**config.mk**
```make
export PLATFORM = sky130hd
export DESIGN_NAME = frame_queue
export DESIGN_NICKNAME = d
export VERILOG_FILES = /design/src/verilog/eth_tx_pkg.sv /design/src/verilog/frame_queue.sv
export SDC_FILE = /design/constraint.sdc
export NUM_CORES = 1
export LEC_CHECK = 0
export BUFFER_PORTS_ARGS = -buffer_cell sky130_fd_sc_hd__buf_2
export CAP_MARGIN = 15
export CORE_MARGIN = 4
export CORE_UTILIZATION = 45
export CTS_CLUSTER_DIAMETER = 40
export CTS_CLUSTER_SIZE = 14
export DETAILED_ROUTE_END_ITERATION = 8
export PLACE_DENSITY = 0.68
export SLEW_MARGIN = 5
export SYNTH_ARGS = -nofsm -noshare
export SYNTH_HDL_FRONTEND = slang
export SYNTH_SLANG_ARGS = --single-unit
export TNS_END_PERCENT = 1
```
**constraint.sdc**
```tcl
create_clock -name tx_clk -period 2.3 [get_ports tx_clk]
set_clock_uncertainty 0.1 [all_clocks]
set_input_delay 0.69 -clock tx_clk [delete_from_list [all_inputs] [get_ports tx_clk]]
set_output_delay 0.69 -clock tx_clk [all_outputs]
set_load 0.05 [all_outputs]
```
**src/verilog/eth_tx_pkg.sv**
```systemverilog
package eth_tx_pkg;

	//////////////////////////////////////////////////////////////////////////////
	// Data widths

	// Host and stream data word
	typedef logic [31:0] word_t;

	// Valid bytes in one stored word, 0 to 4
	typedef logic [2:0] bytecnt_t;

	// Frame length in bytes as written to REG_LENGTH
	typedef logic [10:0] framelen_t;

	// Frame length in words
	typedef logic [8:0] wordcnt_t;

	// Word address into the frame RAM
	typedef logic [7:0] ram_addr_t;

	// Host register address
	typedef logic [7:0] reg_addr_t;

	//////////////////////////////////////////////////////////////////////////////
	// Register map

	typedef enum logic [7:0] {
		REG_STAT    = 8'h00,	// [0] link up, [1] sticky drop, read clears drop
		REG_COMMIT  = 8'h20,	// any write sends the frame in progress
		REG_LENGTH  = 8'h40,	// frame length in bytes
		REG_TX_WORD = 8'h60	// append one word
	} regid_t;

	//////////////////////////////////////////////////////////////////////////////
	// Sizes

	localparam int DEFAULT_BUF_DEPTH   = 256;
	localparam int DEFAULT_QUEUE_DEPTH = 4;

	// RAM entry is {word, valid byte count}
	localparam int RAM_ENTRY_W = $bits(word_t) + $bits(bytecnt_t);

	// Descriptor is {start address, word count}
	localparam int DESC_W = $bits(ram_addr_t) + $bits(wordcnt_t);

endpackage

```
**src/verilog/frame_queue.sv**
```systemverilog
`timescale 1ns/1ps
module frame_queue #(
	parameter int QUEUE_DEPTH = eth_tx_pkg::DEFAULT_QUEUE_DEPTH
) (
	input  logic                          tx_clk,
	input  logic                          reset,
	input  logic                          q_push,
	input  logic [eth_tx_pkg::DESC_W-1:0] q_push_data,
	input  logic                          q_pop,
	output logic [eth_tx_pkg::DESC_W-1:0] q_head,
	output logic                          q_empty,
	output logic                          q_full
);
	import eth_tx_pkg::*;

	localparam int PTR_W = (QUEUE_DEPTH > 1) ? $clog2(QUEUE_DEPTH) : 1;
	localparam int CNT_W = $clog2(QUEUE_DEPTH + 1);

	logic [DESC_W-1:0] slots [QUEUE_DEPTH];
	logic [PTR_W-1:0]  wr_ptr;
	logic [PTR_W-1:0]  rd_ptr;
	logic [CNT_W-1:0]  count;
	logic              do_push;
	logic              do_pop;

	// Circular wrap, depth need not be a power of two
	function automatic logic [PTR_W-1:0] bump(input logic [PTR_W-1:0] ptr);
		return (ptr == PTR_W'(QUEUE_DEPTH - 1)) ? '0 : ptr + 1'b1;
	endfunction

	assign do_push = q_push && !q_full;
	assign do_pop  = q_pop && !q_empty;

	// Occupancy flags
	assign q_empty = count == '0;
	assign q_full  = count == CNT_W'(QUEUE_DEPTH);

	// Head comes straight from the slot flops
	assign q_head  = slots[rd_ptr];

	//////////////////////////////////////////////////////////////////////////////
	// Pointers and count

	always_ff @(posedge tx_clk) begin
		if (reset) begin
			wr_ptr <= '0;
			rd_ptr <= '0;
			count  <= '0;
		end else begin
			if (do_push)
				wr_ptr <= bump(wr_ptr);
			if (do_pop)
				rd_ptr <= bump(rd_ptr);
			// Simultaneous push and pop leave count alone
			if (do_push && !do_pop)
				count <= count + 1'b1;
			else if (do_pop && !do_push)
				count <= count - 1'b1;
		end
	end

	// Descriptor storage
	always_ff @(posedge tx_clk) begin
		if (do_push)
			slots[wr_ptr] <= q_push_data;
	end

	// Sender only pops a descriptor it has seen
	assert property (@(posedge tx_clk) disable iff (reset)
		q_pop |-> !q_empty);

	// Loader checks fullness before committing
	assert property (@(posedge tx_clk) disable iff (reset)
		q_push |-> !q_full);

endmodule

```
==> flow_metrics.env <==
export IMPL_rrSetupSlack_ns=0.12
export IMPL_antenna_cells=0
export IMPL_postLayoutCellArea_um2=3740
export IMPL_hold_viol_final=0
export IMPL_post_dp_cell_area_um2=3310
export IMPL_dp_hpwl_mm=3.54
export IMPL_leakagePower_uw=0.00135
export IMPL_max_stage_delay_ns=0.52
export IMPL_cp_cell_sequence="buf_12 > mux4_2 > buf_6"
export IMPL_grt_pass1_wl_mm=7.81
export IMPL_syn_area_per_cell_um2=21.3
export IMPL_wl_per_cell_um=18.1
export IMPL_cap_violations=0
export IMPL_synth_warnings=0
export IMPL_vias_per_cell=5.24
export IMPL_end_kind="output pin"
export IMPL_portBuffers=39
export IMPL_powerDensity_nw_per_um2=1240
export IMPL_die_x_um=89.1
export IMPL_final_layout_size_suffix_gt1_share_pct=46.8
export IMPL_dr_pass1_iters=4
export IMPL_startpoint_type="flop"
export IMPL_yosysUniqueCellTypes=27
export IMPL_cts_root_buf="clkbuf_8"
export IMPL_period_share_pct=103
export IMPL_coreArea_um2=6350
export IMPL_clkTransAtPathRegs_ns=0.07
export IMPL_slew_headroom_pct=39.9
export IMPL_ys_seq_area_share_pct=75.2
export IMPL_setup_viol=17
export IMPL_start_util_pct=46.6
export IMPL_insertion_delay_ns=0.33
export IMPL_cts_buffer_depth=2
export IMPL_grtUsageMet3_pct=4.61
export IMPL_grt_pass1_vias=1558
export IMPL_gr_total_overflow=0
export IMPL_detail_route_antenna_nets=0
export IMPL_vias=1456
export IMPL_setup_ws_ns=-0.0696
export IMPL_die_h_um=89.1
export IMPL_ir_drop_mv=0.733
export IMPL_postCtsSetupBuffers=0
export IMPL_dieArea_um2=7930
export IMPL_io_pins=40
export IMPL_routabilityCongestion=0.715
export IMPL_worstReg2RegStart="count[0]"
export IMPL_syn_area_um2=2960
export IMPL_worstRegToRegCells=9
export IMPL_num_rows=29
export IMPL_synth_fp_nets=167
export IMPL_drc=0
export IMPL_nNetsFinal=224
export IMPL_dp_cells=261
export IMPL_slew_violations=0
export IMPL_worstMarginPinSlew_ns=0.901
export IMPL_synthArstFlopShare_pct=0
export IMPL_max_freq_mhz=422
export IMPL_synthToLayoutAreaGrowth_pct=26.6
export IMPL_cp_max_fo=7
export IMPL_htree_levels=3
export IMPL_outcome="finished, violations left"
export IMPL_drtIter0Drc=79
export IMPL_routed_wl_mm=5.04
export IMPL_worstReg2RegEnd="count[2]"
export IMPL_whs_ns=0.388
export IMPL_cts_tree="built"
export IMPL_period_minus_slack_ns=2.37
export IMPL_ys_flop_type="edfxtp_1"
export IMPL_p_total_uw=4650
export IMPL_hold_class="flop to flop"
export IMPL_met1_usage_pct=14.7
export IMPL_failed_checks="negative setup slack"
export IMPL_final_util_pct=59.0
export IMPL_cp_data_required_time_ns=1.51
export IMPL_endpoint="q_head[7]"
export IMPL_met2_usage_pct=25.5
export IMPL_synthCells=139
export IMPL_crit_arrival_ns=1.58
export IMPL_clock_sinks=77
export IMPL_stdcell_count=278
export IMPL_cpMaxStageDelayCell="mux4_2"
export IMPL_busiest_layer="met2"
export IMPL_fill_cells=461
export IMPL_synth_edf_count=68
export IMPL_antenna_found_initial=0
export IMPL_rsz0062_at_grt="yes"
export IMPL_cts_inserted_buffers=9
export IMPL_critPathKind="flop to output pin"
export IMPL_grt_max_degree=18
export IMPL_grtUsageTotal_pct=14.0
export IMPL_synth_seq_cells=77
[layout by cell type (no fill, tap or decap), drive strengths merged, types with 3 or more instances in the layout]
cell / Yosys / layout
a21oi: 3 / 3
and3: 4 / 4
buf: 4 / 52
bufinv: 1 / 5
clkbuf: 2 / 10
dfxtp: 9 / 9
edfxtp: 68 / 68
ha: 6 / 6
inv: 3 / 4
mux4: 17 / 17
nor2: 4 / 4
[logic make-up after synthesis]
| logic type | after synthesis | synth area share [%] |
|---|---|---|
| AOI/OAI and AO/OA | 7 | 1.69 |
| adders and majority gates | 7 | 3.22 |
| xor gates and xnor gates | 2 | 0.593 |
| and+or+nand+nor | 16 | 2.96 |
| muxes | 19 | 13.6 |
| DFF | 77 | 75.2 |
| buffers and inverters | 11 | 2.75 |
[worst max-delay path: cells and delay by family (launching register included)]
family                 cells  cell delay, ns
buffers and inverters      2            0.31
DFF                        1            0.41
muxes                      1            0.52
[synth_stat cells, types with 3 or more instances]
library cell,instances,area share [%]
edfxtp_1,68,69
mux4_2,17,13
dfxtp_1,9,6.1
ha_1,6,2.5
and3_1,4,0.85
a21oi_1,3,0.51
inv_1,3,0.38
nor2_1,3,0.38
[registers in the layout (all words and copies together) (netlist names), named ones only]
name    count
count       3
rd_ptr      2
wr_ptr      2
slots      68
[metal layers]
layer | wire length [um] | vias up
li1 | - | 673
met1 | 1820 | 737
met2 | 2870 | 40
met3 | 291 | 6
met4 | 59 | 0
met5 | 0 | -
[worst min path at each step]
stage | to | cells past startpoint | start | slack, ns
5_1_grt | flop | 2 | rd_ptr[0] | 0.43
3_5_place_dp | rd_ptr[0] | 2 | rd_ptr[0] | 0.39
4_1_cts | flop | 2 | rd_ptr[0] | 0.39
6_report | flop | 2 | rd_ptr[0] | 0.39
2_1_floorplan | flop | 2 | rd_ptr[0] | 0.36
3_3_place_gp | rd_ptr[0] | 2 | rd_ptr[0] | 0.38
[final cells by class]
class | instances | area (um2) | area share, %
repair buffers | 52 | 458 | 12.2
inverters | 5 | 37.5 | 1.00
clock inverters | 6 | 134 | 3.58
clock buffers | 10 | 128 | 3.41
well taps | 77 | 96.3 | 2.57
multi-input cells | 51 | 661 | 17.6
flip-flops and latches | 77 | 2230 | 59.6
[where the power goes]
group | switching [uW] | leakage [uW] | internal [uW] | total, uW
clock network | 459 | 0.000131 | 833 | 1290
registers | 91.9 | 0.000699 | 1700 | 1800
logic | 895 | 0.000523 | 669 | 1560
total | 1450 | 0.00135 | 3210 | 4650
[stage by stage]
step	setup slack (ns)	setup TNS, ns
floorplan	0.0213	0
global placement	-0.0822	-0.0822
detailed placement	-0.196	-0.196
CTS	-0.116	-1.37
global route	-0.140	-1.91
finish	-0.0696	-0.845
[timing repair]
item | in CTS | in global routing
hold buffers | 0 | 0
setup endpoints to repair | 18 | 19
pin swaps | 0 | 0
gates resized for setup | 43 | 4
gates cloned | 1 | 0
Power figures use the tool's default switching activity.
