--- src/verilog/eth_tx_pkg.sv ---
package eth_tx_pkg;

	//////////////////////////////////////////////////////////////////////////////
	// Data widths

	// Host and stream data word
	typedef logic [31:0] word_t;

	// Valid bytes in one stored word, 0 to 4
	typedef logic [2:0] bytecnt_t;

	// Frame length in bytes as written to REG_LENGTH
	typedef logic [10:0] framelen_t;

	// Frame length in words
	typedef logic [8:0] wordcnt_t;

	// Word address into the frame RAM
	typedef logic [7:0] ram_addr_t;

	// Host register address
	typedef logic [7:0] reg_addr_t;

	//////////////////////////////////////////////////////////////////////////////
	// Register map

	typedef enum logic [7:0] {
		REG_STAT    = 8'h00,	// [0] link up, [1] sticky drop, read clears drop
		REG_COMMIT  = 8'h20,	// any write sends the frame in progress
		REG_LENGTH  = 8'h40,	// frame length in bytes
		REG_TX_WORD = 8'h60	// append one word
	} regid_t;

	//////////////////////////////////////////////////////////////////////////////
	// Sizes

	localparam int DEFAULT_BUF_DEPTH   = 256;
	localparam int DEFAULT_QUEUE_DEPTH = 4;

	// RAM entry is {word, valid byte count}
	localparam int RAM_ENTRY_W = $bits(word_t) + $bits(bytecnt_t);

	// Descriptor is {start address, word count}
	localparam int DESC_W = $bits(ram_addr_t) + $bits(wordcnt_t);

endpackage

--- src/verilog/frame_loader.sv ---
`timescale 1ns/1ps
module frame_loader #(
	parameter int BUF_DEPTH = eth_tx_pkg::DEFAULT_BUF_DEPTH
) (
	input  logic                               tx_clk,
	input  logic                               reset,
	input  logic                               reg_wr,
	input  logic                               reg_rd,
	input  eth_tx_pkg::reg_addr_t              reg_addr,
	input  eth_tx_pkg::word_t                  reg_wdata,
	output eth_tx_pkg::word_t                  reg_rdata,
	output logic                               reg_err,
	input  logic                               link_up,
	output logic                               ram_wr,
	output eth_tx_pkg::ram_addr_t              ram_wr_addr,
	output logic [eth_tx_pkg::RAM_ENTRY_W-1:0] ram_wr_data,
	output logic                               q_push,
	output logic [eth_tx_pkg::DESC_W-1:0]      q_push_data,
	input  logic                               q_full,
	input  logic                               frame_done,
	input  eth_tx_pkg::wordcnt_t               done_words
);
	import eth_tx_pkg::*;

	regid_t     reg_id;
	logic       wr_commit;
	logic       wr_length;
	logic       wr_word;
	logic       rd_stat;
	framelen_t  bytes_left;
	bytecnt_t   word_bytes;
	ram_addr_t  wr_ptr;
	ram_addr_t  next_ptr;
	ram_addr_t  frame_start;
	wordcnt_t   frame_words;
	wordcnt_t   used_words;
	wordcnt_t   used_next;
	logic [9:0] occupied;
	logic       ram_room;
	logic       frame_bad;
	logic       frame_drop;
	logic       commit_ok;
	logic       drop_flag;

	//////////////////////////////////////////////////////////////////////////////
	// Register decode, answered in the strobe cycle

	always_comb begin
		reg_id    = regid_t'(reg_addr);
		wr_commit = 1'b0;
		wr_length = 1'b0;
		wr_word   = 1'b0;
		rd_stat   = 1'b0;
		reg_err   = 1'b0;
		reg_rdata = '0;
		if (reg_wr) begin
			case (reg_id)
				REG_COMMIT:  wr_commit = 1'b1;
				REG_LENGTH:  wr_length = 1'b1;
				REG_TX_WORD: wr_word   = 1'b1;
				// Status is read only, rest unmapped
				default:     reg_err   = 1'b1;
			endcase
		end
		if (reg_rd) begin
			// Only status reads back
			if (reg_id == REG_STAT) begin
				rd_stat   = 1'b1;
				reg_rdata = {30'h0, drop_flag, link_up};
			end else begin
				reg_err = 1'b1;
			end
		end
	end

	//////////////////////////////////////////////////////////////////////////////
	// Length, space and commit checks

	// Full word or the tail remainder
	assign word_bytes = (bytes_left >= framelen_t'(4)) ? bytecnt_t'(4) : bytecnt_t'(bytes_left);
	assign next_ptr   = (wr_ptr == ram_addr_t'(BUF_DEPTH - 1)) ? '0 : wr_ptr + 1'b1;

	// Committed frames plus the one being built
	assign occupied   = 10'(used_words) + 10'(frame_words);
	assign ram_room   = occupied < 10'(BUF_DEPTH);

	// Drop on RAM overflow, or a real frame with no queue slot
	assign frame_drop = wr_commit && (frame_bad || (q_full && frame_words != '0));
	assign commit_ok  = wr_commit && !frame_drop && frame_words != '0;

	always_comb begin
		used_next = used_words;
		if (commit_ok)
			used_next = used_next + frame_words;
		// Sender hands back space once a frame is out
		if (frame_done)
			used_next = used_next - done_words;
	end

	always_ff @(posedge tx_clk) begin
		if (reset) begin
			bytes_left  <= '0;
			wr_ptr      <= '0;
			frame_start <= '0;
			frame_words <= '0;
			used_words  <= '0;
			frame_bad   <= 1'b0;
			drop_flag   <= 1'b0;
			ram_wr      <= 1'b0;
			q_push      <= 1'b0;
		end else begin
			ram_wr     <= 1'b0;
			q_push     <= 1'b0;
			used_words <= used_next;
			if (rd_stat)
				drop_flag <= 1'b0;
			if (wr_length)
				bytes_left <= framelen_t'(reg_wdata);
			// Words past the stated length are ignored
			if (wr_word && bytes_left != '0) begin
				bytes_left <= bytes_left - framelen_t'(word_bytes);
				if (ram_room) begin
					ram_wr      <= 1'b1;
					wr_ptr      <= next_ptr;
					frame_words <= frame_words + 1'b1;
				end else begin
					frame_bad <= 1'b1;
				end
			end
			if (wr_commit) begin
				bytes_left  <= '0;
				frame_words <= '0;
				frame_bad   <= 1'b0;
				q_push      <= commit_ok;
				if (frame_drop) begin
					// Rewind over the discarded words
					wr_ptr    <= frame_start;
					drop_flag <= 1'b1;
				end else begin
					frame_start <= wr_ptr;
				end
			end
		end
	end

	// Write and descriptor payloads, one cycle behind the strobe
	always_ff @(posedge tx_clk) begin
		if (wr_word) begin
			ram_wr_addr <= wr_ptr;
			ram_wr_data <= {reg_wdata, word_bytes};
		end
		if (wr_commit)
			q_push_data <= {frame_start, frame_words};
	end

	// Full queue must have been caught at commit
	assert property (@(posedge tx_clk) disable iff (reset)
		q_push |-> !q_full);

endmodule

--- config.mk ---
export PLATFORM = sky130hd
export DESIGN_NAME = frame_loader
export DESIGN_NICKNAME = d
export VERILOG_FILES = /design/src/verilog/eth_tx_pkg.sv /design/src/verilog/frame_loader.sv
export SDC_FILE = /design/constraint.sdc
export NUM_CORES = 1
export LEC_CHECK = 0
export BUFFER_PORTS_ARGS = -buffer_cell sky130_fd_sc_hd__buf_2
export CAP_MARGIN = 40
export CORE_MARGIN = 1.5
export CORE_UTILIZATION = 54
export CTS_BUF_LIST = sky130_fd_sc_hd__clkbuf_8
export DETAILED_ROUTE_END_ITERATION = 10
export PLACE_DENSITY_LB_ADDON = 0.15
export SLEW_MARGIN = 20
export SYNTH_ARGS = -nofsm -noshare
export SYNTH_HDL_FRONTEND = slang
export SYNTH_SLANG_ARGS = --single-unit
--- constraint.sdc ---
create_clock -name tx_clk -period 4.2 [get_ports tx_clk]
set_input_delay 0.63 -clock tx_clk [delete_from_list [all_inputs] [get_ports tx_clk]]
set_output_delay 0.63 -clock tx_clk [all_outputs]
set_load 0.05 [all_outputs]
==> metrics.txt <==
Leak 0.00259 uW; FF-to-FF path depth 14; Post-CTS Setup Bufs 0; most frequent cell after synthesis edfxtp_1; dominant cell type by area after synthesis edfxtp_1; post-route cell area 6130 sq um; Area Overhead vs Synth 15.2%; Pre-antenna DRT Iters 5; Power Dens Cells 339 nW/um^2; pre-CTS setup slack 0.459 ns; clk buf depth 2; Finished Core Util 0.633; detailed placement HPWL 8.27 mm; std cell rows 36; CTS Hold Bufs 0; vias in the first global route 3574; Routed Antenna Nets 0; Post-synth EDFFs 60; Post-Syn Area 5330 sq um; Mapped Cells 486; CP Launch Type register; required time worst endpoint 4.46 ns; max_slew headroom 0.542; setup TNS 0 ns; Reg area 2780 sq um; number of hold violations in the final report 0; initial core utilization 0.550; area of the core 9680 sq um; I/O pin count 151; Num CTS Buffers 9; Yosys warnings 0; r2r startpoint frame_words[1]$_SDFFE_PP0P_; first-pass GRT wire length 16.8 mm; Final Skew 0.00720 ns; HP Start reg_wdata[29]; # diodes 0; routed vias/inst 5.36; largest net degree at the start of global routing 33; clock slew seen by the registers of the worst setup and hold paths 0.11 ns; status complete, no violations; antenna violations before repair 0; FILL cells 805; Overflow after GRT 0; worst-path fanout max 17; final setup vio count 0; main flop type after synthesis edfxtp_1; Avg Cell Area, Syn 11.0 sq um; DRT Wirelength 11.0 mm; final setup margin 0.710 ns; Wirelength per Cell 14.8 um; clock sinks 109; post-CTS sizing 0; all-layer global routing usage 0.207; Total Power 2080 uW; Die W 102 um; Min-Delay Path Class input pin to register; port buffer count 120; GPL Wtd Cong 0.821; via count of the routed design 3980; Post-synth ARST share 0; Peak supply drop 0.000185 V; sequential-to-total area share from yosys stat 0.523; maxcap violations 0; Die Area 10500 sq um; Root Driver clkbuf_8; FF+latch count, synth 109; worst-skew pair later-pin latency 0.39 ns; RSZ-0062 raised after global routing no; Final period util 0.831; Fmax 287 MHz; CP Capture Type register; Post-layout nets 683; footprint of the multi-input gates 2270 sq um; H-tree depth 3; TritonCTS clock tree done; CP Launch Point frame_words[1]$_SDFFE_PP0P_; Die Span Y 102 um; Synth top cells by count 60 x edfxtp_1, 49 x dfxtp_1, 48 x nor2_1, 30 x buf_4, 27 x nand2_1; Synth cell types 70; DP Area 5910 sq um; post-route minimum period 3.49 ns; synth top area cells edfxtp_1 34%, dfxtp_1 18%, ha_1 4.9%; Hold Path Cell Cnt 1; DRT iter0 DRCs 163; Critical Path AT 3.75 ns; Worst Tran Pin Value 0.687 ns; DRC violations left 0; WS Path Type register to register; layout cell share with drive strength beyond 1 0.255; Slew Viols, Final 0; Yosys top cell area share 0.338
==> placed cells by master, fill, tap and decap left out, drive strengths merged, types with 3 or more instances in the layout <==
master / Yosys / final
a31oi: 6 / 6
clkinv: 1 / 3
nand3: 9 / 9
nor2b: 4 / 4
and3: 7 / 7
o21a: 4 / 4
ha: 21 / 21
o21ai: 19 / 19
a21o: 3 / 3
nand2: 27 / 27
conb: 2 / 31
nand4: 7 / 7
or3: 10 / 10
or4: 5 / 5
nor3: 5 / 5
a311oi: 3 / 3
xor2: 10 / 10
inv: 19 / 23
and2: 8 / 8
a211oi: 9 / 9
edfxtp: 60 / 60
buf: 34 / 122
a21oi: 25 / 25
dfxtp: 49 / 49
clkbuf: 10 / 9
nor4: 5 / 5
mux2i: 14 / 14
xnor2: 10 / 10
o211a: 4 / 4
nand2b: 9 / 9
o211ai: 9 / 9
nor2: 49 / 49
==> cell families (layout without fill, tap and decap cells) <==
family | Yosys count | count (layout) | synth area share
multiplexers | 16 | 16 | 0.0329
XOR/XNOR | 20 | 20 | 0.0329
AO/OA/AOI/OAI | 97 | 97 | 0.123
buffers and inverters | 64 | 158 | 0.0710
AND/OR/NAND/NOR | 155 | 155 | 0.160
adder cells (fa/ha/maj) | 23 | 23 | 0.0569
flip-flops | 109 | 109 | 0.523
other | 2 | 31 | 0.00141
==> sequential cells by signal (all words and copies together) (netlist names), 8 cells and up <==
signal       cells
frame_words      9
wr_ptr           8
bytes_left      11
ram_wr_data     35
frame_start      8
used_words       9
q_push_data     17
ram_wr_addr      8
==> critical path, stage by stage, from the launching register on <==
cell       delay (ns)
dfxtp_1          0.39
inv_1            0.13
ha_1             0.18
nor4b_1          0.28
nand2_1          0.16
nand3_2          0.31
mux2i_1          0.36
inv_1            0.10
fa_1             0.44
nor2b_1          0.18
o2111ai_1        0.15
a31oi_1          0.26
o211a_1          0.18
o21ai_0          0.08
nor3b_1          0.16
==> power breakdown <==
| part | leakage [uW] | switching (uW) | internal, uW | total [uW] |
|---|---|---|---|---|
| clock | 0.000113 | 397 | 299 | 697 |
| sequential | 0.000951 | 6.47 | 1130 | 1140 |
| combinational | 0.00153 | 163 | 86.0 | 249 |
==> layer usage <==
metal  share of wire  GRT usage  vias to the layer above  wire, um
li1                -          -                     1965         -
met1            0.42      0.248                     1863      4580
met2            0.50      0.366                      141      5490
met3           0.068     0.0451                       11       747
met4           0.015     0.0738                        0       165
met5               0          0                        -         0
==> cell type report <==
type,count,share of cell area
tap,133,0.0271
clock inverter,7,0.0159
timing repair buffer,122,0.100
clock buffer,9,0.0202
multi-input combinational,342,0.371
sequential,109,0.454
inverter,20,0.0122
==> stage by stage <==
stage	std cells	hold slack, ns
finish	742	0.408
global route	742	0.392
CTS	742	0.398
detailed placement	726	0.446
global placement	726	0.445
floorplan	515	0.430
==> final timing paths <==
check | end | slack (ns)
worst min-delay path | ram_wr_data[32]$_DFFE_PP_ | 0.41
worst min register to register | q_push_data[15]$_DFFE_PN_ | 0.48
worst max-delay path | used_words[8]$_SDFF_PP0_ | 0.71
worst max register to register | used_words[8]$_SDFF_PP0_ | 0.71
No activity file was read; power rests on OpenSTA's default activity.
