$ cat config.mk
export PLATFORM = sky130hd
export DESIGN_NAME = frame_sender
export DESIGN_NICKNAME = d
export VERILOG_FILES = /design/src/verilog/eth_tx_pkg.sv /design/src/verilog/frame_sender.sv
export SDC_FILE = /design/constraint.sdc
export NUM_CORES = 1
export LEC_CHECK = 0
export ABC_AREA = 1
export BUFFER_PORTS_ARGS = -buffer_cell sky130_fd_sc_hd__buf_4
export CAP_MARGIN = 20
export CORE_UTILIZATION = 50
export DETAILED_ROUTE_END_ITERATION = 8
export PLACE_DENSITY_LB_ADDON = 0.08
export SLEW_MARGIN = 20
export SYNTH_ARGS = -nofsm -noshare
export SYNTH_HDL_FRONTEND = slang
export SYNTH_SLANG_ARGS = --single-unit
$ cat constraint.sdc
create_clock -name tx_clk -period 1.7 [get_ports tx_clk]
set_clock_uncertainty 0.1 [all_clocks]
set_input_delay 0.255 -clock tx_clk [delete_from_list [all_inputs] [get_ports tx_clk]]
set_output_delay 0.255 -clock tx_clk [all_outputs]
set_load 0.05 [all_outputs]
$ cat src/verilog/eth_tx_pkg.sv
package eth_tx_pkg;

	//////////////////////////////////////////////////////////////////////////////
	// Data widths

	// Host and stream data word
	typedef logic [31:0] word_t;

	// Valid bytes in one stored word, 0 to 4
	typedef logic [2:0] bytecnt_t;

	// Frame length in bytes as written to REG_LENGTH
	typedef logic [10:0] framelen_t;

	// Frame length in words
	typedef logic [8:0] wordcnt_t;

	// Word address into the frame RAM
	typedef logic [7:0] ram_addr_t;

	// Host register address
	typedef logic [7:0] reg_addr_t;

	//////////////////////////////////////////////////////////////////////////////
	// Register map

	typedef enum logic [7:0] {
		REG_STAT    = 8'h00,	// [0] link up, [1] sticky drop, read clears drop
		REG_COMMIT  = 8'h20,	// any write sends the frame in progress
		REG_LENGTH  = 8'h40,	// frame length in bytes
		REG_TX_WORD = 8'h60	// append one word
	} regid_t;

	//////////////////////////////////////////////////////////////////////////////
	// Sizes

	localparam int DEFAULT_BUF_DEPTH   = 256;
	localparam int DEFAULT_QUEUE_DEPTH = 4;

	// RAM entry is {word, valid byte count}
	localparam int RAM_ENTRY_W = $bits(word_t) + $bits(bytecnt_t);

	// Descriptor is {start address, word count}
	localparam int DESC_W = $bits(ram_addr_t) + $bits(wordcnt_t);

endpackage

$ cat src/verilog/frame_sender.sv
`timescale 1ns/1ps
module frame_sender #(
	parameter int BUF_DEPTH = eth_tx_pkg::DEFAULT_BUF_DEPTH
) (
	input  logic                               tx_clk,
	input  logic                               reset,
	input  logic                               link_up,
	input  logic [eth_tx_pkg::DESC_W-1:0]      q_head,
	input  logic                               q_empty,
	output logic                               q_pop,
	output logic                               ram_rd_req,
	output eth_tx_pkg::ram_addr_t              ram_rd_addr,
	input  logic                               ram_rd_gnt,
	input  logic [eth_tx_pkg::RAM_ENTRY_W-1:0] ram_rd_data,
	input  logic                               ram_rd_valid,
	output logic                               frame_done,
	output eth_tx_pkg::wordcnt_t               done_words,
	output logic                               tx_valid,
	output eth_tx_pkg::word_t                  tx_data,
	output logic [3:0]                         tx_strb,
	output logic                               tx_last
);
	import eth_tx_pkg::*;

	typedef enum logic [1:0] {
		IDLE,
		LOAD,
		READ,
		DRAIN
	} state_t;

	state_t     state;
	wordcnt_t   words_left;
	wordcnt_t   frame_words;
	word_t      rd_word;
	bytecnt_t   rd_bytes;
	word_t      beat_data;
	logic [3:0] beat_strb;

	//////////////////////////////////////////////////////////////////////////////
	// Beat formatting

	always_comb begin
		rd_word  = ram_rd_data[RAM_ENTRY_W-1 -: $bits(word_t)];
		rd_bytes = ram_rd_data[$bits(bytecnt_t)-1:0];
		// Low strobes per valid byte, upper bytes zeroed
		for (int i = 0; i < 4; i++) begin
			beat_strb[i]        = bytecnt_t'(i) < rd_bytes;
			beat_data[8*i +: 8] = beat_strb[i] ? rd_word[8*i +: 8] : 8'h00;
		end
	end

	//////////////////////////////////////////////////////////////////////////////
	// Read FSM, one word in flight at a time

	always_ff @(posedge tx_clk) begin
		if (reset) begin
			state       <= IDLE;
			q_pop       <= 1'b0;
			ram_rd_req  <= 1'b0;
			ram_rd_addr <= '0;
			words_left  <= '0;
			frame_words <= '0;
		end else begin
			q_pop <= 1'b0;
			case (state)
				IDLE: begin
					// Hold frames back while the link is down
					if (!q_empty && link_up) begin
						ram_rd_addr <= q_head[DESC_W-1 -: $bits(ram_addr_t)];
						words_left  <= q_head[$bits(wordcnt_t)-1:0];
						frame_words <= q_head[$bits(wordcnt_t)-1:0];
						q_pop       <= 1'b1;
						state       <= LOAD;
					end
				end
				LOAD: begin
					// Pop settles in the queue here
					ram_rd_req <= 1'b1;
					state      <= READ;
				end
				READ: begin
					// Loader writes may hold us off
					if (ram_rd_gnt) begin
						ram_rd_req <= 1'b0;
						state      <= DRAIN;
					end
				end
				DRAIN: begin
					if (ram_rd_valid) begin
						words_left <= words_left - 1'b1;
						if (words_left == wordcnt_t'(1)) begin
							state <= IDLE;
						end else begin
							// Next word, wrap at end of buffer
							ram_rd_addr <= (ram_rd_addr == ram_addr_t'(BUF_DEPTH - 1)) ?
								'0 : ram_rd_addr + 1'b1;
							ram_rd_req  <= 1'b1;
							state       <= READ;
						end
					end
				end
				default: state <= IDLE;
			endcase
		end
	end

	//////////////////////////////////////////////////////////////////////////////
	// Stream output

	always_ff @(posedge tx_clk) begin
		if (reset) begin
			tx_valid   <= 1'b0;
			tx_last    <= 1'b0;
			frame_done <= 1'b0;
		end else begin
			tx_valid   <= ram_rd_valid;
			tx_last    <= ram_rd_valid && words_left == wordcnt_t'(1);
			// Space goes back to the loader after the last beat
			frame_done <= tx_valid && tx_last;
		end
	end

	always_ff @(posedge tx_clk) begin
		if (ram_rd_valid) begin
			tx_data <= beat_data;
			tx_strb <= beat_strb;
		end
		if (tx_valid && tx_last)
			done_words <= frame_words;
	end

endmodule
==> results of run 1 <==
[area by class of cell]
cell class | count | area [um^2]
clock inverters | 6 | 87.6
flip-flops and latches | 78 | 2010
clock buffers | 10 | 128
multi-input cells | 244 | 1150
fillers | 545 | 2110
repair buffers | 121 | 908
well taps | 80 | 100
inverters | 66 | 253
[Yosys cell counts (all sizes together)]
master  instances
a21oi          20
dfxtp          33
o211ai          2
nand4           2
and3            1
nand2          86
edfxtp         45
inv            65
clkinv          1
ha              3
o21ai          22
nor2           84
clkbuf          2
xor2            1
nand3          20
buf             6
nor3b           2
or2             1
[worst max-delay path, delay by kind of cell (launching register included)]
family | cells | cell delay (ns)
simple gates | 5 | 0.54
compound gates | 1 | 0.11
flops | 1 | 0.39
buf+inv | 2 | 0.29
[state kept, by name, summed over array words and instances, names as in the netlist]
name and count:
done_words 9, words_left 9, frame_words 9, ram_rd_addr 8, tx_data 32, state 2, tx_last 1, q_pop 1
tx_valid 1, frame_done 1, ram_rd_req 1, tx_strb 4
[per-stage QoR]
step	hold WS, ns	area [um^2]	power, mW
after global placement	0.313	4430	4.03
after global routing	0.0556	4640	5.82
after floorplan	0.254	3480	3.58
after CTS	0.0506	4640	5.56
final	0.0648	4640	5.52
after detailed placement	0.312	4430	4.06
[per-layer routing]
metal | wire length, um | track usage [%] | vias to the layer above
met1 | 3260 | 27.3 | 1304
met2 | 3610 | 34.5 | 134
met3 | 669 | 6.81 | 10
met4 | 121 | 8.48 | 0
met5 | 0 | 0 | -
li1 | - | - | 1494
[where the power goes]
part / switching [mW] / leakage (nW) / total (mW) / internal, mW
clock network: 0.672 / 0.110 / 1.50 / 0.827
registers: 0.148 / 0.704 / 2.38 / 2.23
logic: 1.10 / 1.41 / 1.64 / 0.540
[cell families (layout without fill, tap and decap cells)]
family                   Yosys count  after routing  share of synthesized area, %
AND/OR/NAND/NOR                  196            196                          24.6
flip-flops                        78             78                          57.8
buffers and inverters             74            203                          9.06
AO/OA/AOI/OAI                     44             44                          7.23
adder cells (fa/ha/maj)            3              3                          1.08
XOR/XNOR                           1              1                         0.252
[path summary, 6_finish.rpt]
check	startpoint	endpoint	cells past startpoint
setup / recovery	state[1]$_SDFFE_PP0P_	words_left[5]$_SDFFE_PP0P_	8
hold / removal	reset	ram_rd_addr[1]$_SDFFE_PP0P_	2
setup reg to reg	state[1]$_SDFFE_PP0P_	words_left[5]$_SDFFE_PP0P_	8
hold reg to reg	frame_words[1]$_SDFFE_PP0P_	done_words[1]$_DFFE_PP_	0
==> impl_metrics.ini, run 1 <==
[place]
hpwl_um = 5690
port_buffers = 115
dp_cells = 589
pre_cts_ws_ns = 0.227
place.gp.congestion = 0.893

[synthesis]
synth_top_cell_area_share_pct = 38.8
syn_avg_cell_area_um2 = 8.79
synth_nets = 457
syn_inst = 396
ys_warn_count = 0
synthesis.area_um2 = 3480
yosys.area.top_type = edfxtp_1
synth.area.top_cells = edfxtp_1, dfxtp_1, nand2_1
yosysSeqAreaShare_pct = 57.8
yosys_register_bits = 78
ys_types = 30

[status]
outcome = complete, no violations

[worst_setup_path]
rrSetupSlack_ns = 0.21
crit_chain = nand2_2, clkinv_4, nand2_2, nand2_4, inv_2, nor2_2, nand2_1, a21oi_1
path_max_fanout = 18
crit_type = reg2reg
cp.arrival_ns = 1.68
crit_path_end_kind = flop
worstSetupStartpointType = flop
crit_top_cell = nand2_2
cp.required_ns = 1.88
crit_path_top_delay_cell = dfxtp_1
cpPeakStageDelay_ns = 0.39

[final_layout]
finalCoreUtilization_pct = 68.7
nets = 581
fin_cells = 605
diodes = 0
layout-drive-gt1-share_pct = 30.9
syn_to_final_growth_pct = 33.4
layout_commonest_cell = buf_4
layout_common_cells = buf_4, nand2_1, nor2_1

[sta]
finalHoldViolCount = 0
fin_crit_sh_pct = 87.9
period_needed_ns = 1.49
slew_violations = 0
setup_tns_ns = 0
fmax_mhz = 669
worst_pin_slew_ns = 0.423
setup_slack_ns = 0.205
finalSetupViolCount = 0
max_slew_margin_pct = 71.7
rsz0062_at_grt = no

[grt]
grt_pass1_wl_um = 12000
grt_start_max_net_pins = 25
antenna_found_initial = 0
grt_use_total_pct = 21.5
grt-ovfl-total = 0
grt_pass1_vias = 2648

[clock_network]
post_cts_resized = 0
path_clk_slew_ns = 0.08
cts_root_buffer = clkbuf_8
cts_hold_buffers = 0
cts_setup_buffers = 0
cts_sinks = 78
numCtsBuffers = 9
clk_latency_ns = 0.34
cts_tree = built
clockBufferDepth = 2
htreeDepth = 3

[detailed_routing]
vias_per_cell = 4.86
first_iter_violations = 111
drt-total-wl_um = 7660
wl_per_cell_um = 12.7
dr.pass1.iters = 4
vias = 2942
route.detailed.drc = 0
drtAntennaViolNets = 0

[floorplan]
dieWidth_um = 85.4
dieArea_um2 = 7300
std_cell_rows = 30
die_y_um = 85.4
start_util_pct = 51.5
core_area_um2 = 6760
io_pins = 116

[power]
ir_worst_vdd_mv = 0.607
p_leak_nw = 2.22
power.density_nw_per_um2 = 1190

[run]
drv_cap = 0

[worst_hold_path]
min_path_type = in2reg
No activity file was read; power rests on OpenSTA's default activity.
==> run 2: changes to the inputs <==
--- a/config.mk
+++ b/config.mk
@@ -10,6 +10,7 @@
 export CAP_MARGIN = 20
 export CORE_UTILIZATION = 50
 export DETAILED_ROUTE_END_ITERATION = 8
+export HOLD_SLACK_MARGIN = 0.05
 export PLACE_DENSITY_LB_ADDON = 0.08
 export SLEW_MARGIN = 20
 export SYNTH_ARGS = -nofsm -noshare
==> constraint.sdc (replaced) <==
create_clock -name tx_clk -period 1.4 [get_ports tx_clk]
set_clock_uncertainty 0.1 [all_clocks]
set_input_delay 0.21 -clock tx_clk [delete_from_list [all_inputs] [get_ports tx_clk]]
set_output_delay 0.21 -clock tx_clk [all_outputs]
set_load 0.05 [all_outputs]
==> run 2 against run 1 <==
  * Flip-flop and latch count did not move
  * Sequential share of layout area fell by 4.5 points
  * Critical path depth rose by 1
  * Power rose by 30%
  * Design area rose by 13%
  * Largest cell class unchanged
  * Worst hold slack improved by 0.0047 ns
  * Combinational power rose by 45%
  * Non-clock buffer count rose by 43
  * Die area did not move
  * Critical endpoint is now ram_rd_addr[2]$_SDFFE_PP0P_
==> impl_metrics.ini, run 2 (synthesis results as in run 1) <==
[sta]
finalHoldViolCount = 0
fin_crit_sh_pct = 99.0
worst_pin_slew_ns = 0.364
fmax_mhz = 722
setup_slack_ns = 0.0146
max_slew_margin_pct = 75.7
holdWs_ns = 0.0694
setup_tns_ns = 0
slew_violations = 0
period_needed_ns = 1.39
rsz0062_at_grt = yes
finalSetupViolCount = 0

[place]
pre_cts_ws_ns = -0.0208
hpwl_um = 5780
placed_area_um2 = 4530
dp_cells = 597
place.gp.congestion = 0.856
port_buffers = 115

[power]
p_leak_nw = 2.44
power.density_nw_per_um2 = 1370
p_sw_mw = 2.57
p_sw_share_pct = 35.8
ir_worst_vdd_mv = 0.814
pwr-share-clk_pct = 26.3
p_int_mw = 4.61
comb_power_share_pct = 33.0
seqPwrFrac_pct = 40.7

[final_layout]
layout-drive-gt1-share_pct = 36.0
largest_register_ffs = 32
syn_to_final_growth_pct = 50.4
regMostFlops = tx_data
fin_area_um2 = 5240
layout_common_cells = buf_4, nor2_1, nand2_1
fin_cells = 650
layout_commonest_cell = buf_4
nets = 626
diodes = 0

[clock_network]
cts_sinks = 78
cts_root_buffer = clkbuf_8
cts_tree = built
clk_latency_ns = 0.34
htreeDepth = 3
path_clk_slew_ns = 0.09
clockBufferDepth = 2
numCtsBuffers = 9

[grt]
antenna_found_initial = 0
grt_use_total_pct = 25.1
grt_pass1_vias = 2865
grt-ovfl-total = 0
grt_start_max_net_pins = 24
grt_pass1_wl_um = 14000

[detailed_routing]
dr.pass1.iters = 4
drtAntennaViolNets = 0
route.detailed.drc = 0
drt-total-wl_um = 9230
vias = 3134
wl_per_cell_um = 14.2
first_iter_violations = 121
vias_per_cell = 4.82

[run]
drv_cap = 0

[worst_setup_path]
crit_path_end_kind = flop
cp.arrival_ns = 1.51
crit_type = reg2reg
worstSetupStartpointType = flop
path_max_fanout = 5
cp.required_ns = 1.52

[status]
outcome = complete, no violations

[floorplan]
start_util_pct = 51.5
core_area_um2 = 6760
io_pins = 116
std_cell_rows = 30
dieArea_um2 = 7300
dieWidth_um = 85.4
die_y_um = 85.4

[worst_hold_path]
min_path_type = in2reg
==> run 2: cell count changes in the layout (fill, tap and decap cells not counted), moves of 3 or more <==
cell           change
nor2_4             +3
dfxtp_1            -9
dfxtp_2            +6
buf_4              +8
nand2_2           +10
ha_1               -3
dfxtp_4            +3
nand2_1           -12
dlygate4sd3_1     +33
nor2_1             -4
==> run 2: path summary, 6_finish.rpt <==
path	cells after the start	start	to	slack (ns)
max reg2reg	9	words_left[1]$_SDFFE_PP0P_	ram_rd_addr[2]$_SDFFE_PP0P_	0.01
min	3	q_head[6]	frame_words[6]$_SDFFE_PP0P_	0.07
min reg2reg	0	frame_words[0]$_SDFFE_PP0P_	done_words[0]$_DFFE_PP_	0.32
max	9	words_left[1]$_SDFFE_PP0P_	ram_rd_addr[2]$_SDFFE_PP0P_	0.01
==> run 2: per-layer routing <==
layer / routed length, um / global-route usage [%] / share of wire [%]
met1: 3710 / 30.1 / 40
met2: 4850 / 45.0 / 53
met3: 587 / 5.84 / 6.4
met4: 76 / 6.82 / 0.82
met5: 0 / 0 / 0
==> run 2: power groups by stage <==
| stage | Sequential, mW | Combinational (mW) | Clock, mW |
|---|---|---|---|
| after floorplan | 3.46 | 0.897 | 0 |
| after global placement | 2.93 | 2.06 | 0 |
| after detailed placement | 2.94 | 2.09 | 0 |
| after CTS | 2.89 | 2.18 | 1.92 |
| after global routing | 2.95 | 2.57 | 2.02 |
| final | 2.92 | 2.37 | 1.88 |
==> run 2: repair_timing <==
action	CTS	global route
hold endpoints to repair	41	0
hold buffers	33	0
endpoints found under the setup margin	5	14
pin swaps	0	8
resized for setup	2	36
gates cloned	0	2
setup buffers	0	2
==> run 2: worst max-delay path: stages (launching register included) <==
cell and delay [ns]:
dfxtp_2 0.33, inv_2 0.08, ha_4 0.14, nand2_4 0.05
nor2_4 0.13, nand3_4 0.16, nand2_8 0.13, nand2_1 0.05
nand2_1 0.05, nor2_1 0.03
==> run 2: metrics by stage <==
stage          power (mW)  util [%]
2_1_floorplan        4.36         -
3_3_place_gp         4.99      67.0
3_5_place_dp         5.03      67.0
4_1_cts              7.00      75.3
5_1_grt              7.54      77.5
6_report             7.18      77.5
==> run 2: final cells by class <==
class | count | area [um^2]
clock buffers | 10 | 128
clock inverters | 6 | 92.6
fillers | 476 | 1520
inverters | 66 | 253
multi-input cells | 246 | 1290
flip-flops and latches | 78 | 2030
well taps | 80 | 100
repair buffers | 164 | 1340
==> run 3: changes to the inputs <==
--- a/config.mk
+++ b/config.mk
@@ -6,10 +6,10 @@
 export NUM_CORES = 1
 export LEC_CHECK = 0
 export ABC_AREA = 1
-export BUFFER_PORTS_ARGS = -buffer_cell sky130_fd_sc_hd__buf_4
 export CAP_MARGIN = 20
-export CORE_UTILIZATION = 50
+export CORE_UTILIZATION = 65
 export DETAILED_ROUTE_END_ITERATION = 8
+export DONT_BUFFER_PORTS = 1
 export HOLD_SLACK_MARGIN = 0.05
 export PLACE_DENSITY_LB_ADDON = 0.08
 export SLEW_MARGIN = 20
==> constraint.sdc (replaced) <==
create_clock -name tx_clk -period 1.8 [get_ports tx_clk]
set_clock_uncertainty 0.1 [all_clocks]
set_input_delay 0.27 -clock tx_clk [delete_from_list [all_inputs] [get_ports tx_clk]]
set_output_delay 0.27 -clock tx_clk [all_outputs]
set_load 0.05 [all_outputs]
==> run 3 against run 2 <==
  * Final cell count down 20%
  * Register-to-register slack better by 0.27 ns
  * Setup slack better by 0.27 ns
  * Sequential share of layout area up 9.1 points
  * Maximum frequency down 8.7%
  * Global-route usage up 2.1 points
  * Flip-flop and latch count unchanged
  * Critical path type unchanged
  * Largest power group unchanged
  * Highest routed layer unchanged
==> impl_metrics.ini, run 3 (synthesis results as in run 1) <==
[status]
outcome = complete, no violations

[worst_setup_path]
worstSetupStartpointType = flop
crit_chain = nand2_2, clkinv_4, nand2_2, nand2_4, inv_2, o21ai_0, a21oi_1
reg2regPathDepth = 7
crit_type = reg2reg
cp.arrival_ns = 1.64
rr_endpoint = words_left[0]$_SDFFE_PP0P_
cpPeakStageDelay_ns = 0.38
crit_path_top_delay_cell = dfxtp_1
crit_top_cell = nand2_2
crit_start = state[1]$_SDFFE_PP0P_
endpoint = words_left[0]$_SDFFE_PP0P_
cp.required_ns = 1.93
crit_path_end_kind = flop
crit-reg2reg-launch = state[1]$_SDFFE_PP0P_
path_max_fanout = 18
rrSetupSlack_ns = 0.28

[grt]
grt-ovfl-total = 0
grt_pass1_vias = 2401
top_usage_layer = met2
met2_usage_pct = 45.4
grt_start_max_net_pins = 38
antenna_found_initial = 0
grtUsageMet1_pct = 32.4
grt_pass1_wl_um = 11200
grt_use_total_pct = 27.1
met3_usage_pct = 8.03

[clock_network]
htreeDepth = 3
cts_tree = built
cts_root_buffer = clkbuf_8
clockBufferDepth = 2
clk_latency_ns = 0.34
cts_setup_buffers = 0
path_clk_slew_ns = 0.08
numCtsBuffers = 9
cts_sinks = 78

[power]
p_leak_nw = 1.86
seqPwrFrac_pct = 48.9
comb_power_share_pct = 21.5
p_total_mw = 5.20
p_sw_mw = 1.81
power.density_nw_per_um2 = 1240
pwr-share-clk_pct = 29.6
p_sw_share_pct = 34.8
ir_worst_vdd_mv = 0.885
p_int_mw = 3.39

[floorplan]
die_y_um = 75.2
start_util_pct = 67.7
core_area_um2 = 5140
dieArea_um2 = 5650
std_cell_rows = 26
io_pins = 116
dieWidth_um = 75.2

[run]
drv_cap = 0

[final_layout]
largest_register_ffs = 32
seq_area_um2 = 2010
regMostFlops = tx_data
layout_common_cells = nand2_1, nor2_1, inv_1
nets = 507
layout_commonest_cell = nand2_1
syn_to_final_growth_pct = 20.6
layout-drive-gt1-share_pct = 11.8
diodes = 0
multi_input_area_um2 = 1150
finalCoreUtilization_pct = 81.7
fillers = 326

[detailed_routing]
vias = 2774
drt-total-wl_um = 8120
vias_per_cell = 5.32
dr.pass1.iters = 4
route.detailed.drc = 0
drtAntennaViolNets = 0
first_iter_violations = 142
wl_per_cell_um = 15.6

[sta]
worst_pin_slew_ns = 0.639
fin_crit_sh_pct = 84.3
fmax_mhz = 659
max_slew_margin_pct = 57.4
finalHoldViolCount = 0
rsz0062_at_grt = no
period_needed_ns = 1.52
finalSetupViolCount = 0
setup_tns_ns = 0
slew_violations = 0

[worst_hold_path]
min-delay-start = ram_rd_data[16]
min_path_type = in2reg

[place]
place.gp.congestion = 0.897
hpwl_um = 5000
port_buffers = 0
## run 3: cell count changes in the layout (fill, tap and decap cells not counted), moves of 4 or more
cell and delta:
buf_4 -117, dfxtp_1 +11, dfxtp_2 -8, nand2_1 +12, nand2_2 -10, nor2_1 +4
## run 3: metal layers
metal	vias to the layer above	wire length, um
met4	0	223
met2	137	4070
li1	1347	-
met1	1271	3170
met5	-	0
met3	19	659
## run 3: worst min-delay path by stage
stage / to / cells after the start
2_1_floorplan: tx_strb[3]$_DFFE_PP_ / 0
3_3_place_gp: words_left[6]$_SDFFE_PP0P_ / 1
3_5_place_dp: words_left[6]$_SDFFE_PP0P_ / 1
4_1_cts: tx_data[10]$_SDFFCE_PP0P_ / 2
5_1_grt: tx_data[14]$_SDFFCE_PP0P_ / 2
6_report: tx_data[13]$_SDFFCE_PP0P_ / 2
## run 3: critical path, delay by kind of cell (launching register included)
| family | cells | cell delay, ns |
|---|---|---|
| flops | 1 | 0.38 |
| simple gates | 3 | 0.38 |
| buf+inv | 2 | 0.28 |
| compound gates | 2 | 0.25 |
## run 3: power by group through the flow
stage | Sequential, mW | Clock [mW] | Combinational [mW]
after CTS | 2.54 | 1.54 | 1.09
after global routing | 2.57 | 1.63 | 1.25
final | 2.54 | 1.54 | 1.12
after detailed placement | 2.58 | 0 | 1.00
after global placement | 2.57 | 0 | 0.985
after floorplan | 2.68 | 0 | 0.698
## run 3: layout make-up
type,instances,share of cell area (%)
clock buffers,12,3.93
clock inverters,4,1.85
inverters,66,6.02
multi-input cells,244,27.5
flip-flops and latches,78,47.9
well taps,70,2.09
repair buffers,47,10.7
## run 3: repair_timing
action | in CTS | in global routing
hold buffers | 32 | 3
hold endpoints to repair | 78 | 3
gates resized for setup | 0 | 0
endpoints found under the setup margin | 0 | 0
## run 3: metrics by stage
step / cells / area (um^2) / hold slack, ns / setup WS [ns]
5_1_grt: 521 / 4200 / 0.0406 / 0.144
4_1_cts: 518 / 4170 / 0.0527 / 0.267
6_report: 521 / 4200 / 0.0516 / 0.282
2_1_floorplan: 396 / 3480 / 0.269 / 0.0532
3_3_place_gp: 470 / 3600 / 0.235 / 0.377
3_5_place_dp: 470 / 3600 / 0.236 / 0.294
